[src/hw/riscv_pkg.sv]
package riscv_pkg;

    // Data words and addresses share one width
    typedef logic [31:0] word_t;
    typedef logic [4:0] reg_addr_t;
    typedef logic [31:0] instr_t;
    typedef logic [2:0] alu_op_t;

    // ALU operations
    localparam alu_op_t ALU_ADD = 3'd0;
    localparam alu_op_t ALU_SUB = 3'd1;
    localparam alu_op_t ALU_AND = 3'd2;
    localparam alu_op_t ALU_OR = 3'd3;
    localparam alu_op_t ALU_XOR = 3'd4;
    // Immediate passed straight through for LUI
    localparam alu_op_t ALU_PASS_B = 3'd5;

    // Major opcodes of the supported subset
    localparam logic [6:0] OPC_OP_IMM = 7'b0010011;
    localparam logic [6:0] OPC_OP = 7'b0110011;
    localparam logic [6:0] OPC_LUI = 7'b0110111;
    localparam logic [6:0] OPC_LOAD = 7'b0000011;
    localparam logic [6:0] OPC_STORE = 7'b0100011;
    localparam logic [6:0] OPC_BRANCH = 7'b1100011;
    localparam logic [6:0] OPC_JAL = 7'b1101111;

    // ADDI x0, x0, 0
    localparam instr_t NOP_INSTR = 32'h0000_0013;

endpackage

[src/hw/fetch_stage.sv]
module fetch_stage #(
    parameter riscv_pkg::word_t RESET_PC = '0
) (
    input  logic              clk,
    input  logic              reset,
    input  logic              stall,
    input  logic              branch_taken,
    input  riscv_pkg::word_t  branch_target,
    input  riscv_pkg::instr_t instr,
    output riscv_pkg::word_t  pc,
    output riscv_pkg::word_t  if_pc,
    output riscv_pkg::instr_t if_instr
);

    // Redirect has priority over stall
    always_ff @(posedge clk) begin
        if (reset) begin
            pc <= RESET_PC;
        end else if (branch_taken) begin
            pc <= branch_target;
        end else if (!stall) begin
            pc <= pc + 32'd4;
        end
    end

    // IF/ID instruction squashed to a NOP on redirect
    always_ff @(posedge clk) begin
        if (reset) begin
            if_instr <= riscv_pkg::NOP_INSTR;
        end else if (branch_taken) begin
            if_instr <= riscv_pkg::NOP_INSTR;
        end else if (!stall) begin
            if_instr <= instr;
        end
    end

    // Address of the word held in IF/ID
    always_ff @(posedge clk) begin
        if (!stall) begin
            if_pc <= pc;
        end
    end

endmodule

[src/hw/decode_stage.sv]
module decode_stage (
    input  logic                 clk,
    input  logic                 reset,
    input  riscv_pkg::word_t     if_pc,
    input  riscv_pkg::instr_t    if_instr,
    input  logic                 branch_taken,
    input  riscv_pkg::reg_addr_t wb_rd,
    input  logic                 wb_we,
    input  riscv_pkg::word_t     wb_data,
    output logic                 stall,
    output riscv_pkg::word_t     ex_pc,
    output riscv_pkg::word_t     ex_rs1_val,
    output riscv_pkg::word_t     ex_rs2_val,
    output riscv_pkg::word_t     ex_imm,
    output riscv_pkg::reg_addr_t ex_rs1,
    output riscv_pkg::reg_addr_t ex_rs2,
    output riscv_pkg::reg_addr_t ex_rd,
    output riscv_pkg::alu_op_t   ex_alu_op,
    output logic                 ex_use_imm,
    output logic                 ex_rd_we,
    output logic                 ex_is_load,
    output logic                 ex_is_store,
    output logic                 ex_is_branch,
    output logic                 ex_branch_ne,
    output logic                 ex_is_jal
);

    logic [6:0] opcode;
    logic [2:0] funct3;
    riscv_pkg::reg_addr_t rs1;
    riscv_pkg::reg_addr_t rs2;
    riscv_pkg::reg_addr_t rd;
    riscv_pkg::word_t imm_i;
    riscv_pkg::word_t imm_s;
    riscv_pkg::word_t imm_b;
    riscv_pkg::word_t imm_u;
    riscv_pkg::word_t imm_j;
    riscv_pkg::word_t imm;
    riscv_pkg::alu_op_t arith_op;
    logic arith_ok;
    riscv_pkg::alu_op_t alu_op;
    logic use_imm;
    logic rd_we;
    logic is_load;
    logic is_store;
    logic is_branch;
    logic is_jal;
    logic uses_rs1;
    logic uses_rs2;
    riscv_pkg::word_t regs [32];
    riscv_pkg::word_t rs1_val;
    riscv_pkg::word_t rs2_val;
    logic bubble;

    assign opcode = if_instr[6:0];
    assign rd = if_instr[11:7];
    assign funct3 = if_instr[14:12];
    assign rs1 = if_instr[19:15];
    assign rs2 = if_instr[24:20];

    assign imm_i = {{20{if_instr[31]}}, if_instr[31:20]};
    assign imm_s = {{20{if_instr[31]}}, if_instr[31:25], if_instr[11:7]};
    assign imm_b = {{19{if_instr[31]}}, if_instr[31], if_instr[7], if_instr[30:25],
                    if_instr[11:8], 1'b0};
    assign imm_u = {if_instr[31:12], 12'b0};
    assign imm_j = {{11{if_instr[31]}}, if_instr[31], if_instr[19:12], if_instr[20],
                    if_instr[30:21], 1'b0};

    // funct3 decode shared by register and immediate forms
    always_comb begin
        arith_ok = 1'b1;
        case (funct3)
            3'b000: arith_op = riscv_pkg::ALU_ADD;
            3'b100: arith_op = riscv_pkg::ALU_XOR;
            3'b110: arith_op = riscv_pkg::ALU_OR;
            3'b111: arith_op = riscv_pkg::ALU_AND;
            default: begin
                arith_op = riscv_pkg::ALU_ADD;
                arith_ok = 1'b0;
            end
        endcase
    end

    always_comb begin
        alu_op = riscv_pkg::ALU_ADD;
        imm = imm_i;
        use_imm = 1'b0;
        rd_we = 1'b0;
        is_load = 1'b0;
        is_store = 1'b0;
        is_branch = 1'b0;
        is_jal = 1'b0;
        uses_rs1 = 1'b0;
        uses_rs2 = 1'b0;
        case (opcode)
            riscv_pkg::OPC_OP_IMM: begin
                alu_op = arith_op;
                use_imm = 1'b1;
                rd_we = arith_ok;
                uses_rs1 = 1'b1;
            end
            riscv_pkg::OPC_OP: begin
                alu_op = (funct3 == 3'b000 && if_instr[30]) ? riscv_pkg::ALU_SUB : arith_op;
                rd_we = arith_ok;
                uses_rs1 = 1'b1;
                uses_rs2 = 1'b1;
            end
            riscv_pkg::OPC_LUI: begin
                alu_op = riscv_pkg::ALU_PASS_B;
                imm = imm_u;
                use_imm = 1'b1;
                rd_we = 1'b1;
            end
            riscv_pkg::OPC_LOAD: begin
                use_imm = 1'b1;
                rd_we = 1'b1;
                is_load = 1'b1;
                uses_rs1 = 1'b1;
            end
            riscv_pkg::OPC_STORE: begin
                imm = imm_s;
                use_imm = 1'b1;
                is_store = 1'b1;
                uses_rs1 = 1'b1;
                uses_rs2 = 1'b1;
            end
            riscv_pkg::OPC_BRANCH: begin
                // Only BEQ and BNE
                imm = imm_b;
                is_branch = (funct3[2:1] == 2'b00);
                uses_rs1 = 1'b1;
                uses_rs2 = 1'b1;
            end
            riscv_pkg::OPC_JAL: begin
                imm = imm_j;
                rd_we = 1'b1;
                is_jal = 1'b1;
            end
            default: begin
                rd_we = 1'b0;
            end
        endcase
    end

    // x0 is never written
    always_ff @(posedge clk) begin
        if (wb_we && wb_rd != '0) begin
            regs[wb_rd] <= wb_data;
        end
    end

    // Reads see a write-back from the same cycle
    assign rs1_val = (rs1 == '0) ? '0 :
                     (wb_we && wb_rd == rs1) ? wb_data : regs[rs1];
    assign rs2_val = (rs2 == '0) ? '0 :
                     (wb_we && wb_rd == rs2) ? wb_data : regs[rs2];

    // Load in EX feeding a source used here
    assign stall = ex_is_load && ex_rd != '0 &&
                   ((uses_rs1 && rs1 == ex_rd) || (uses_rs2 && rs2 == ex_rd));

    assign bubble = stall || branch_taken;

    always_ff @(posedge clk) begin
        if (reset || bubble) begin
            ex_alu_op <= riscv_pkg::ALU_ADD;
            ex_use_imm <= 1'b0;
            ex_rd_we <= 1'b0;
            ex_is_load <= 1'b0;
            ex_is_store <= 1'b0;
            ex_is_branch <= 1'b0;
            ex_branch_ne <= 1'b0;
            ex_is_jal <= 1'b0;
        end else begin
            ex_alu_op <= alu_op;
            ex_use_imm <= use_imm;
            ex_rd_we <= rd_we;
            ex_is_load <= is_load;
            ex_is_store <= is_store;
            ex_is_branch <= is_branch;
            ex_branch_ne <= is_branch & funct3[0];
            ex_is_jal <= is_jal;
        end
    end

    always_ff @(posedge clk) begin
        ex_pc <= if_pc;
        ex_rs1_val <= rs1_val;
        ex_rs2_val <= rs2_val;
        ex_imm <= imm;
        ex_rs1 <= rs1;
        ex_rs2 <= rs2;
        ex_rd <= rd;
    end

endmodule

[src/hw/execute_stage.sv]
module execute_stage (
    input  logic                 clk,
    input  logic                 reset,
    input  riscv_pkg::word_t     ex_pc,
    input  riscv_pkg::word_t     ex_rs1_val,
    input  riscv_pkg::word_t     ex_rs2_val,
    input  riscv_pkg::word_t     ex_imm,
    input  riscv_pkg::reg_addr_t ex_rs1,
    input  riscv_pkg::reg_addr_t ex_rs2,
    input  riscv_pkg::reg_addr_t ex_rd,
    input  riscv_pkg::alu_op_t   ex_alu_op,
    input  logic                 ex_use_imm,
    input  logic                 ex_rd_we,
    input  logic                 ex_is_load,
    input  logic                 ex_is_store,
    input  logic                 ex_is_branch,
    input  logic                 ex_branch_ne,
    input  logic                 ex_is_jal,
    input  riscv_pkg::reg_addr_t wb_rd,
    input  logic                 wb_we,
    input  riscv_pkg::word_t     wb_data,
    output logic                 branch_taken,
    output riscv_pkg::word_t     branch_target,
    output riscv_pkg::word_t     mem_result,
    output riscv_pkg::word_t     mem_store_data,
    output riscv_pkg::reg_addr_t mem_rd,
    output logic                 mem_rd_we,
    output logic                 mem_is_load,
    output logic                 mem_is_store
);

    riscv_pkg::word_t op_a;
    riscv_pkg::word_t op_b;
    riscv_pkg::word_t alu_b;
    riscv_pkg::word_t alu_out;
    riscv_pkg::word_t result;
    logic operands_eq;

    // Youngest producer forwards first
    always_comb begin
        if (mem_rd_we && mem_rd != '0 && mem_rd == ex_rs1) begin
            op_a = mem_result;
        end else if (wb_we && wb_rd != '0 && wb_rd == ex_rs1) begin
            op_a = wb_data;
        end else begin
            op_a = ex_rs1_val;
        end
    end

    always_comb begin
        if (mem_rd_we && mem_rd != '0 && mem_rd == ex_rs2) begin
            op_b = mem_result;
        end else if (wb_we && wb_rd != '0 && wb_rd == ex_rs2) begin
            op_b = wb_data;
        end else begin
            op_b = ex_rs2_val;
        end
    end

    assign alu_b = ex_use_imm ? ex_imm : op_b;

    always_comb begin
        case (ex_alu_op)
            riscv_pkg::ALU_SUB: alu_out = op_a - alu_b;
            riscv_pkg::ALU_AND: alu_out = op_a & alu_b;
            riscv_pkg::ALU_OR: alu_out = op_a | alu_b;
            riscv_pkg::ALU_XOR: alu_out = op_a ^ alu_b;
            riscv_pkg::ALU_PASS_B: alu_out = alu_b;
            default: alu_out = op_a + alu_b;
        endcase
    end

    // JAL links the return address
    assign result = ex_is_jal ? ex_pc + 32'd4 : alu_out;

    assign operands_eq = (op_a == op_b);
    assign branch_taken = ex_is_jal || (ex_is_branch && (operands_eq ^ ex_branch_ne));
    assign branch_target = ex_pc + ex_imm;

    always_ff @(posedge clk) begin
        if (reset) begin
            mem_rd_we <= 1'b0;
            mem_is_load <= 1'b0;
            mem_is_store <= 1'b0;
        end else begin
            mem_rd_we <= ex_rd_we;
            mem_is_load <= ex_is_load;
            mem_is_store <= ex_is_store;
        end
    end

    always_ff @(posedge clk) begin
        mem_result <= result;
        mem_store_data <= op_b;
        mem_rd <= ex_rd;
    end

endmodule

[src/hw/mem_wb_stage.sv]
module mem_wb_stage (
    input  logic                 clk,
    input  logic                 reset,
    input  riscv_pkg::word_t     mem_result,
    input  riscv_pkg::word_t     mem_store_data,
    input  riscv_pkg::reg_addr_t mem_rd,
    input  logic                 mem_rd_we,
    input  logic                 mem_is_load,
    input  logic                 mem_is_store,
    input  riscv_pkg::word_t     read_data,
    output riscv_pkg::word_t     data_addr,
    output riscv_pkg::word_t     wr_data,
    output logic                 mem_wr_en,
    output logic                 mem_rd_en,
    output riscv_pkg::reg_addr_t wb_rd,
    output logic                 wb_we,
    output riscv_pkg::word_t     wb_data
);

    riscv_pkg::word_t wb_result;
    riscv_pkg::word_t wb_load_data;
    logic wb_is_load;

    // ALU result doubles as the load and store address
    assign data_addr = mem_result;
    assign wr_data = mem_store_data;
    assign mem_wr_en = mem_is_store;
    assign mem_rd_en = mem_is_load;

    always_ff @(posedge clk) begin
        if (reset) begin
            wb_we <= 1'b0;
            wb_is_load <= 1'b0;
        end else begin
            wb_we <= mem_rd_we;
            wb_is_load <= mem_is_load;
        end
    end

    always_ff @(posedge clk) begin
        wb_rd <= mem_rd;
        wb_result <= mem_result;
        wb_load_data <= read_data;
    end

    assign wb_data = wb_is_load ? wb_load_data : wb_result;

endmodule

[src/hw/riscv_cpu.sv]
module riscv_cpu #(
    parameter riscv_pkg::word_t RESET_PC = '0
) (
    input  logic              clk,
    input  logic              reset,
    input  riscv_pkg::instr_t instr,
    input  riscv_pkg::word_t  read_data,
    output riscv_pkg::word_t  pc,
    output riscv_pkg::word_t  data_addr,
    output riscv_pkg::word_t  wr_data,
    output logic              mem_wr_en,
    output logic              mem_rd_en
);

    // IF/ID
    riscv_pkg::word_t if_pc;
    riscv_pkg::instr_t if_instr;
    logic stall;

    // ID/EX
    riscv_pkg::word_t ex_pc;
    riscv_pkg::word_t ex_rs1_val;
    riscv_pkg::word_t ex_rs2_val;
    riscv_pkg::word_t ex_imm;
    riscv_pkg::reg_addr_t ex_rs1;
    riscv_pkg::reg_addr_t ex_rs2;
    riscv_pkg::reg_addr_t ex_rd;
    riscv_pkg::alu_op_t ex_alu_op;
    logic ex_use_imm;
    logic ex_rd_we;
    logic ex_is_load;
    logic ex_is_store;
    logic ex_is_branch;
    logic ex_branch_ne;
    logic ex_is_jal;

    // Redirect from EX
    logic branch_taken;
    riscv_pkg::word_t branch_target;

    // EX/MEM
    riscv_pkg::word_t mem_result;
    riscv_pkg::word_t mem_store_data;
    riscv_pkg::reg_addr_t mem_rd;
    logic mem_rd_we;
    logic mem_is_load;
    logic mem_is_store;

    // Write-back bus
    riscv_pkg::reg_addr_t wb_rd;
    logic wb_we;
    riscv_pkg::word_t wb_data;

    fetch_stage #(
        .RESET_PC(RESET_PC)
    ) fetch0 (
        .clk(clk),
        .reset(reset),
        .stall(stall),
        .branch_taken(branch_taken),
        .branch_target(branch_target),
        .instr(instr),
        .pc(pc),
        .if_pc(if_pc),
        .if_instr(if_instr)
    );

    decode_stage decode0 (
        .clk(clk),
        .reset(reset),
        .if_pc(if_pc),
        .if_instr(if_instr),
        .branch_taken(branch_taken),
        .wb_rd(wb_rd),
        .wb_we(wb_we),
        .wb_data(wb_data),
        .stall(stall),
        .ex_pc(ex_pc),
        .ex_rs1_val(ex_rs1_val),
        .ex_rs2_val(ex_rs2_val),
        .ex_imm(ex_imm),
        .ex_rs1(ex_rs1),
        .ex_rs2(ex_rs2),
        .ex_rd(ex_rd),
        .ex_alu_op(ex_alu_op),
        .ex_use_imm(ex_use_imm),
        .ex_rd_we(ex_rd_we),
        .ex_is_load(ex_is_load),
        .ex_is_store(ex_is_store),
        .ex_is_branch(ex_is_branch),
        .ex_branch_ne(ex_branch_ne),
        .ex_is_jal(ex_is_jal)
    );

    execute_stage execute0 (
        .clk(clk),
        .reset(reset),
        .ex_pc(ex_pc),
        .ex_rs1_val(ex_rs1_val),
        .ex_rs2_val(ex_rs2_val),
        .ex_imm(ex_imm),
        .ex_rs1(ex_rs1),
        .ex_rs2(ex_rs2),
        .ex_rd(ex_rd),
        .ex_alu_op(ex_alu_op),
        .ex_use_imm(ex_use_imm),
        .ex_rd_we(ex_rd_we),
        .ex_is_load(ex_is_load),
        .ex_is_store(ex_is_store),
        .ex_is_branch(ex_is_branch),
        .ex_branch_ne(ex_branch_ne),
        .ex_is_jal(ex_is_jal),
        .wb_rd(wb_rd),
        .wb_we(wb_we),
        .wb_data(wb_data),
        .branch_taken(branch_taken),
        .branch_target(branch_target),
        .mem_result(mem_result),
        .mem_store_data(mem_store_data),
        .mem_rd(mem_rd),
        .mem_rd_we(mem_rd_we),
        .mem_is_load(mem_is_load),
        .mem_is_store(mem_is_store)
    );

    mem_wb_stage mem_wb0 (
        .clk(clk),
        .reset(reset),
        .mem_result(mem_result),
        .mem_store_data(mem_store_data),
        .mem_rd(mem_rd),
        .mem_rd_we(mem_rd_we),
        .mem_is_load(mem_is_load),
        .mem_is_store(mem_is_store),
        .read_data(read_data),
        .data_addr(data_addr),
        .wr_data(wr_data),
        .mem_wr_en(mem_wr_en),
        .mem_rd_en(mem_rd_en),
        .wb_rd(wb_rd),
        .wb_we(wb_we),
        .wb_data(wb_data)
    );

endmodule

[config.mk]
export PLATFORM = sky130hd
export DESIGN_NAME = riscv_cpu
export DESIGN_NICKNAME = d
export VERILOG_FILES = /design/src/hw/riscv_pkg.sv /design/src/hw/fetch_stage.sv /design/src/hw/decode_stage.sv /design/src/hw/execute_stage.sv /design/src/hw/mem_wb_stage.sv /design/src/hw/riscv_cpu.sv
export SDC_FILE = /design/constraint.sdc
export NUM_CORES = 2
export LEC_CHECK = 0
export CAP_MARGIN = 5
export CORE_ASPECT_RATIO = 1.5
export CORE_MARGIN = 2
export CORE_UTILIZATION = 53
export CTS_CLUSTER_SIZE = 24
export DETAILED_ROUTE_END_ITERATION = 8
export DONT_BUFFER_PORTS = 1
export MAX_ROUTING_LAYER = met4
export PLACE_DENSITY = 0.68
export SLEW_MARGIN = 10
export SYNTH_ARGS = -nofsm -noshare
export SYNTH_HDL_FRONTEND = slang
export SYNTH_SLANG_ARGS = --single-unit
[constraint.sdc]
create_clock -name clk -period 7.09 [get_ports clk]
set_clock_uncertainty 0.15 [all_clocks]
set_input_delay 2.127 -clock clk [delete_from_list [all_inputs] [get_ports clk]]
set_output_delay 2.127 -clock clk [all_outputs]
set_load 0.05 [all_outputs]
-- Yosys cells after proc, flatten, opt, wreduce, memory -nomap -nowiden
Memory sizes are Yosys's and may differ from the RTL's. A register that Yosys moved wholly into a read port is not among the register bits.
Cells that the tools add are included.
- register bits: 328
- latch bits: 0
- bits in writable memories: 1024
- ROM bits: 0
- output and inout port bits: 98
- word-level logic and storage cells: 116
- memories kept: 1
- memories (memory ; depth ; bits a word ; read ports ; clocked after memory_dff ; write ports ; line ; RTL):
    decode0.regs ; 32 ; 32 ; 2 ; 2 ; 1 ; decode_stage.sv:50 ; riscv_pkg::word_t regs [32];
- add/sub/neg operators: 5
- multipliers: 0
- divide/modulo/power cells: 0
- order comparisons: 0
- equal/unequal tests: 23
- shift operators: 0
- multiplexer cells: 25
- bitwise logic cells: 5
- reduce and logical (&&, ||, !) cells: 30
- operator list (cell ; number):
    32-bit two-way mux ; 9
    32-bit one-hot mux with 5 select lines ; 1
    31-bit one-hot mux with 4 select lines ; 1
    32-bit by 3-bit adder with 32-bit output, second input constant ; 2
    32-bit adder ; 2
    32-bit bitwise AND ; 1
    32-bit equality test ; 1
    32-bit bitwise OR ; 1
    32-bit subtractor ; 1
    32-bit bitwise XOR ; 1
    5-bit equality test ; 6
    7-bit by 6-bit equality test with 1-bit output, second input constant ; 3
    3-bit one-hot mux with 3 select lines ; 2
    3-bit equality test, second input constant ; 5
    5-bit nonzero test ; 3
    7-bit equality test, second input constant ; 2
    1-bit logical AND ; 12
    5-bit zero test ; 2
    1-bit two-way mux ; 10
    4-bit OR reduction ; 2
    7-bit by 2-bit equality test with 1-bit output, second input constant ; 1
    7-bit by 5-bit equality test with 1-bit output, second input constant ; 1
    3-bit by 2-bit equality test with 1-bit output, second input constant ; 2
    3-bit OR reduction ; 2
    other kinds (11) ; 15

-- Longest topological paths before layout
- depth after elaboration: 11
- gate-level depth with buffers: 27
- mapped depth without buffers: 25

-- By module
Synthesis repeated with hierarchy kept, for this count alone.
- cell total of the unflattened synthesis: 4754
- area total of the unflattened synthesis: 69290.2 um^2
- by module, submodules not included (module ; instances ; cells an instance ; area an instance (um^2) ; seq. area each (um^2)):
    decode_stage ; 1 ; 2735 ; 51722.1 ; 33812.4
    execute_stage ; 1 ; 1488 ; 11217.0 ; 1441.4
    fetch_stage ; 1 ; 356 ; 3877.5 ; 2242.2
    mem_wb_stage ; 1 ; 175 ; 2473.6 ; 1421.4

-- Worst setup path after synthesis
OpenSTA, ideal clock, no wires.
- kind: register -> register
- from: register mem_wb0.wb_is_load
- to: register execute0.mem_result[30]
- library setup time: 0.079 ns
- arrival: 5.597 ns
- setup slack: 1.264 ns
- cell stages (with the launch flop): 25
- buffers on the path: 3
- clock period less this slack: 5.826 ns
- path through: dfxtp_1 > clkbuf_1 > buf_2 > mux2i_1 > inv_1 > nor3_1 > nor2_1 > a221oi_2 > nand4_1 > or4_1 > buf_2 > o21ai_0 > xnor2_1 > ha_1 > a21o_1 > a21o_1 > a21oi_1 > nor2_1 > a21oi_1 > a31oi_1 > o2111ai_1 > a21oi_1 > or4b_2 > a31o_2 > a22oi_1
- cells in the longest elaborated chain, start to end: 7
- elaborated cells between the ends (all ways): 13
- ends and longest elaborated chain (what ; line ; RTL):
    start, declared ; mem_wb_stage.sv:22 ; logic wb_is_load;
    start signal, assigned ; mem_wb_stage.sv:36 ; wb_is_load <= mem_is_load;
    32-bit two-way mux * ; mem_wb_stage.sv:46 ; assign wb_data = wb_is_load ? wb_load_data : wb_result;
    named net decode0.wb_data[8] ; decode_stage.sv:9 ; input riscv_pkg::word_t wb_data,
    32-bit two-way mux ; execute_stage.sv:53 ; end else if (wb_we && wb_rd != '0 && wb_rd == ex_rs2) begin
    32-bit two-way mux ; execute_stage.sv:51 ; if (mem_rd_we && mem_rd != '0 && mem_rd == ex_rs2) begin
    32-bit two-way mux ; execute_stage.sv:60 ; assign alu_b = ex_use_imm ? ex_imm : op_b;
    32-bit adder / 32-bit subtractor (equally long branches) ; execute_stage.sv:69, execute_stage.sv:64 ;
    32-bit one-hot mux with 5 select lines * ; execute_stage.sv:63 ; case (ex_alu_op)
    32-bit two-way mux * ; execute_stage.sv:74 ; assign result = ex_is_jal ? ex_pc + 32'd4 : alu_out;
    named net execute0.result[30] ; execute_stage.sv:36 ; riscv_pkg::word_t result;
    end signal, assigned ; execute_stage.sv:93 ; mem_result <= result;
    end, declared ; execute_stage.sv:24 ; output riscv_pkg::word_t mem_result,
Mark *: on every way through the listed nets, which the timed path passes. The rest lies on a longest branch.
A chain may end at the register's enable or synchronous reset.

-- Final worst setup path
- from: register execute0.mem_rd[1]
- to: register execute0.mem_result[30]
- cells in the longest elaborated chain, start to end: 8
- elaborated cells between the ends (all ways): 16
- ends and longest elaborated chain (what ; line ; RTL):
    start, declared ; execute_stage.sv:26 ; output riscv_pkg::reg_addr_t mem_rd,
    start signal, assigned ; execute_stage.sv:95 ; mem_rd <= ex_rd;
    5-bit nonzero test ; execute_stage.sv:51 ;
    1-bit logical AND ; execute_stage.sv:51 ;
    1-bit logical AND * ; execute_stage.sv:51 ;
    32-bit two-way mux * ; execute_stage.sv:51 ;
    named net execute0.op_b[1] ; execute_stage.sv:33 ; riscv_pkg::word_t op_b;
    32-bit two-way mux * ; execute_stage.sv:60 ;
    32-bit adder / 32-bit subtractor (equally long branches) ; execute_stage.sv:69, execute_stage.sv:64 ;
    32-bit one-hot mux with 5 select lines * ; execute_stage.sv:63 ;
    32-bit two-way mux * ; execute_stage.sv:74 ;
    named net execute0.result[30] ; execute_stage.sv:36 ;
Marks and branches as above.

==> impl_metrics.tcl <==
set metrics [dict create \
    status "finished, final reports clean" \
    htreeDepth 4 \
    cts.clk_slew.worst_paths_ns 0.07 \
    clockBufferDepth 3 \
    rsz0062_at_grt "false" \
    hold_path_class "register to register" \
    antenna_found_initial 4 \
    dieArea_mm2 0.1332 \
    holdCritStartpoint "fetch0.if_pc[30]" \
    startpoint "execute0.mem_rd[1]" \
    peakVddDrop_mv 0.2470 \
    cp.arrival_ns 7.21 \
    max_slew_margin_pct 21.53 \
    grt_start_max_net_pins 125 \
    setup_slack_ns 0.4149 \
    grt_pass1_vias 44790 \
    vias 43970 \
    power_uw 22780 \
    routedWlPerCell_um 35.13 \
    post_cts_buffers 0 \
    dp_hpwl_mm 145.3 \
    finalHoldViolations 0 \
    synthTopCellsByArea "edfxtp_1 46%, mux4_2 19%, dfxtp_1 10%, mux2i_1 3.2%, ha_1 2.3%" \
    numClockSinks 1416 \
    yosysUniqueCellTypes 95 \
    cts_tree "built" \
    syn_area_mm2 0.06904 \
    ant_nets 0 \
    design_area_mm2 0.07630 \
    critPathMaxStageDelay_ns 0.62 \
    synthFlopType "edfxtp_1" \
    placement.cell_area_mm2 0.07182 \
    synth_edf_count 1056 \
    cts_hold_buf 0 \
    worst_slew_pin_slew_ns 1.165 \
    critPathSlowestCell "or4b_2" \
    cts_buffers 137 \
    start_kind "register" \
    syn_inst 4574 \
    nets 4794 \
    mostFrequentLayoutCells "1056 x edfxtp_1, 580 x mux4_2, 344 x dfxtp_1" \
    row_count 162 \
    max_freq_mhz 149.8 \
    initial_core_util_pct 53.30 \
    regToRegStartpoint "execute0.mem_rd[1]" \
    async_flop_share_pct 0 \
    crit_path_max_fanout 9 \
    dr.pass1.iters 6 \
    synth-seq-area-share_pct 56.37 \
    die_x_um 298.7 \
    gr-total-overflow 0 \
    fin_tns_setup_ns 0 \
    vias_per_cell 6.833 \
    yosys.area.top_type "edfxtp_1" \
    path_common_cell "buf_4" \
    drt_drc_violations_left 0 \
    p_leak_uw 0.02569 \
    drt-initial-drc-count 4862 \
    synth_top_area_share_pct 45.93 \
    place_ws_ns 0.2551 \
    cts-root-buf "clkbuf_16" \
    wirelength_mm 226.1 \
    drv_slew 0 \
    endpoint_kind "register" \
    setup_viol 0 \
    drive_above_1_share_pct 24.15 \
    period_minus_slack_ns 6.675 \
    critical_path_class "register to register" \
    min_period_over_period_pct 94.15 \
    chipHeight_um 446.0 \
    grt_pass1_wl_mm 320.8 \
    gp_congestion 1.007 \
    insertion_delay_ns 0.78 \
    nFillCells 9773 \
    avgSynthCellArea_um2 15.09 \
    cp_cell_sequence "or4_1 -> o21a_2 -> and3_2 -> o31ai_1 -> buf_4 -> nor4_1 -> o21ai_1 -> nor3_1 -> nor2_1 -> xnor2_1 -> ha_1 -> and3_1 -> a311oi_1 -> o21ai_0 -> buf_4 -> nand4_1 -> a31oi_1 -> o2111ai_1 -> a21oi_1 -> or4b_2 -> a31o_2 -> a22oi_1" \
    holdWs_ns 0.1851 \
    drv_cap 0 \
    powerDensity_mw_per_mm2 298.5 \
    final_common_cell "edfxtp_1" \
    grtUsageTotal_pct 35.09 \
    yosysWarnings 0 \
    areaGrowthSynthToFinish_pct 10.51 \
    ys_seq_elements 1416 \
    ioPinCount 164 \
    cts_resized 0 \
    io_buffers 0 \
    cp_data_required_time_ns 7.63 \
    core_mm2 0.1295 \
]
through the flow:
| stage | std cells | util, % |
|---|---|---|
| 6_report | 6435 | 58.91 |
| 3_3_place_gp | 6179 | 55.44 |
| 5_1_grt | 6433 | 58.90 |
| 3_5_place_dp | 6180 | 55.45 |
| 2_1_floorplan | 4605 | - |
| 4_1_cts | 6430 | 58.89 |
cells in the mapped netlist, types with 18 or more instances:
cell type	number
a21oi_1	186
edfxtp_1	1056
mux2_2	62
nor2b_1	23
o22ai_1	30
a221oi_1	30
nor2_1	272
buf_2	35
o221ai_1	18
nand4_1	80
a21o_1	61
clkbuf_1	195
a31oi_1	21
inv_1	103
ha_1	129
buf_1	77
dfxtp_1	360
xnor2_1	112
nand2_1	148
a211oi_1	64
mux2i_1	220
mux4_2	580
nand3_1	53
and3_1	23
xor2_1	90
o31ai_1	50
o21a_1	31
nor3_1	84
o21ai_0	113
cell type report:
cell class | instances | area, µm² | area share [%]
sequential | 1416 | 38970 | 51.07
multi-input combinational | 2769 | 28890 | 37.86
clock buffer | 178 | 3764 | 4.933
tap | 1722 | 2155 | 2.824
timing repair buffer | 168 | 1436 | 1.883
clock inverter | 72 | 685.7 | 0.8986
inverter | 105 | 394.1 | 0.5166
antenna | 5 | 12.51 | 0.01640
kinds of logic (layout without fill, tap and decap cells):
| family | after synthesis | in the layout | share of synthesized area, % |
|---|---|---|---|
| other | 1 | 37 | 0.005432 |
| and+or+nand+nor | 796 | 796 | 5.649 |
| buffers and inverters | 420 | 523 | 2.418 |
| AOI/OAI and AO/OA | 739 | 739 | 7.329 |
| DFF | 1416 | 1416 | 56.37 |
| xor gates and xnor gates | 204 | 204 | 2.626 |
| muxes | 867 | 867 | 23.21 |
| adders and majority gates | 131 | 131 | 2.396 |
path summary, 6_finish.rpt:
kind,slack [ns],cells past startpoint,endpoint
max reg2reg,0.41,22,execute0.mem_result[30]
max,0.41,22,execute0.mem_result[30]
min reg2reg,0.19,0,decode0.ex_pc[30]
min,0.19,0,decode0.ex_pc[30]
layer usage:
metal | track usage [%] | wire length, µm | vias to the layer above
met2 | 57.96 | 113600 | 2356
met3 | 6.226 | 18470 | 662
met5 | - | 0 | -
met1 | 38.79 | 75440 | 22610
li1 | - | - | 18340
met4 | 24.17 | 18540 | 0
where the power goes:
part	leakage, µW	switching, µW	internal, µW
combinational	0.0109	2840	1410
clock	0.00217	3240	4160
sequential	0.0126	912	10200
total	0.0257	6990	15800
critical path, delay by kind of cell, from the launching register on:
family	cells	cell delay, ns
AOI/OAI and AO/OA	10	3.02
and+or+nand+nor	8	2.15
buffers and inverters	2	0.42
adders and majority gates	1	0.39
DFF	1	0.36
xor gates and xnor gates	1	0.08
sequential cells by signal, indices dropped and copies added (netlist names), 3 cells and up:
register                 count
decode0.ex_rs1_val          32
execute0.mem_result         32
decode0.ex_rs2_val          32
mem_wb0.wb_result           32
execute0.mem_store_data     32
decode0.ex_imm              32
mem_wb0.wb_load_data        32
decode0.ex_rd                5
fetch0.if_instr             32
mem_wb0.wb_rd                5
decode0.ex_rs2               5
fetch0.pc                   32
fetch0.if_pc                32
decode0.ex_alu_op            3
decode0.regs              1024
decode0.ex_pc               32
decode0.ex_rs1               5
execute0.mem_rd              5
Power figures use the tool's default switching activity.
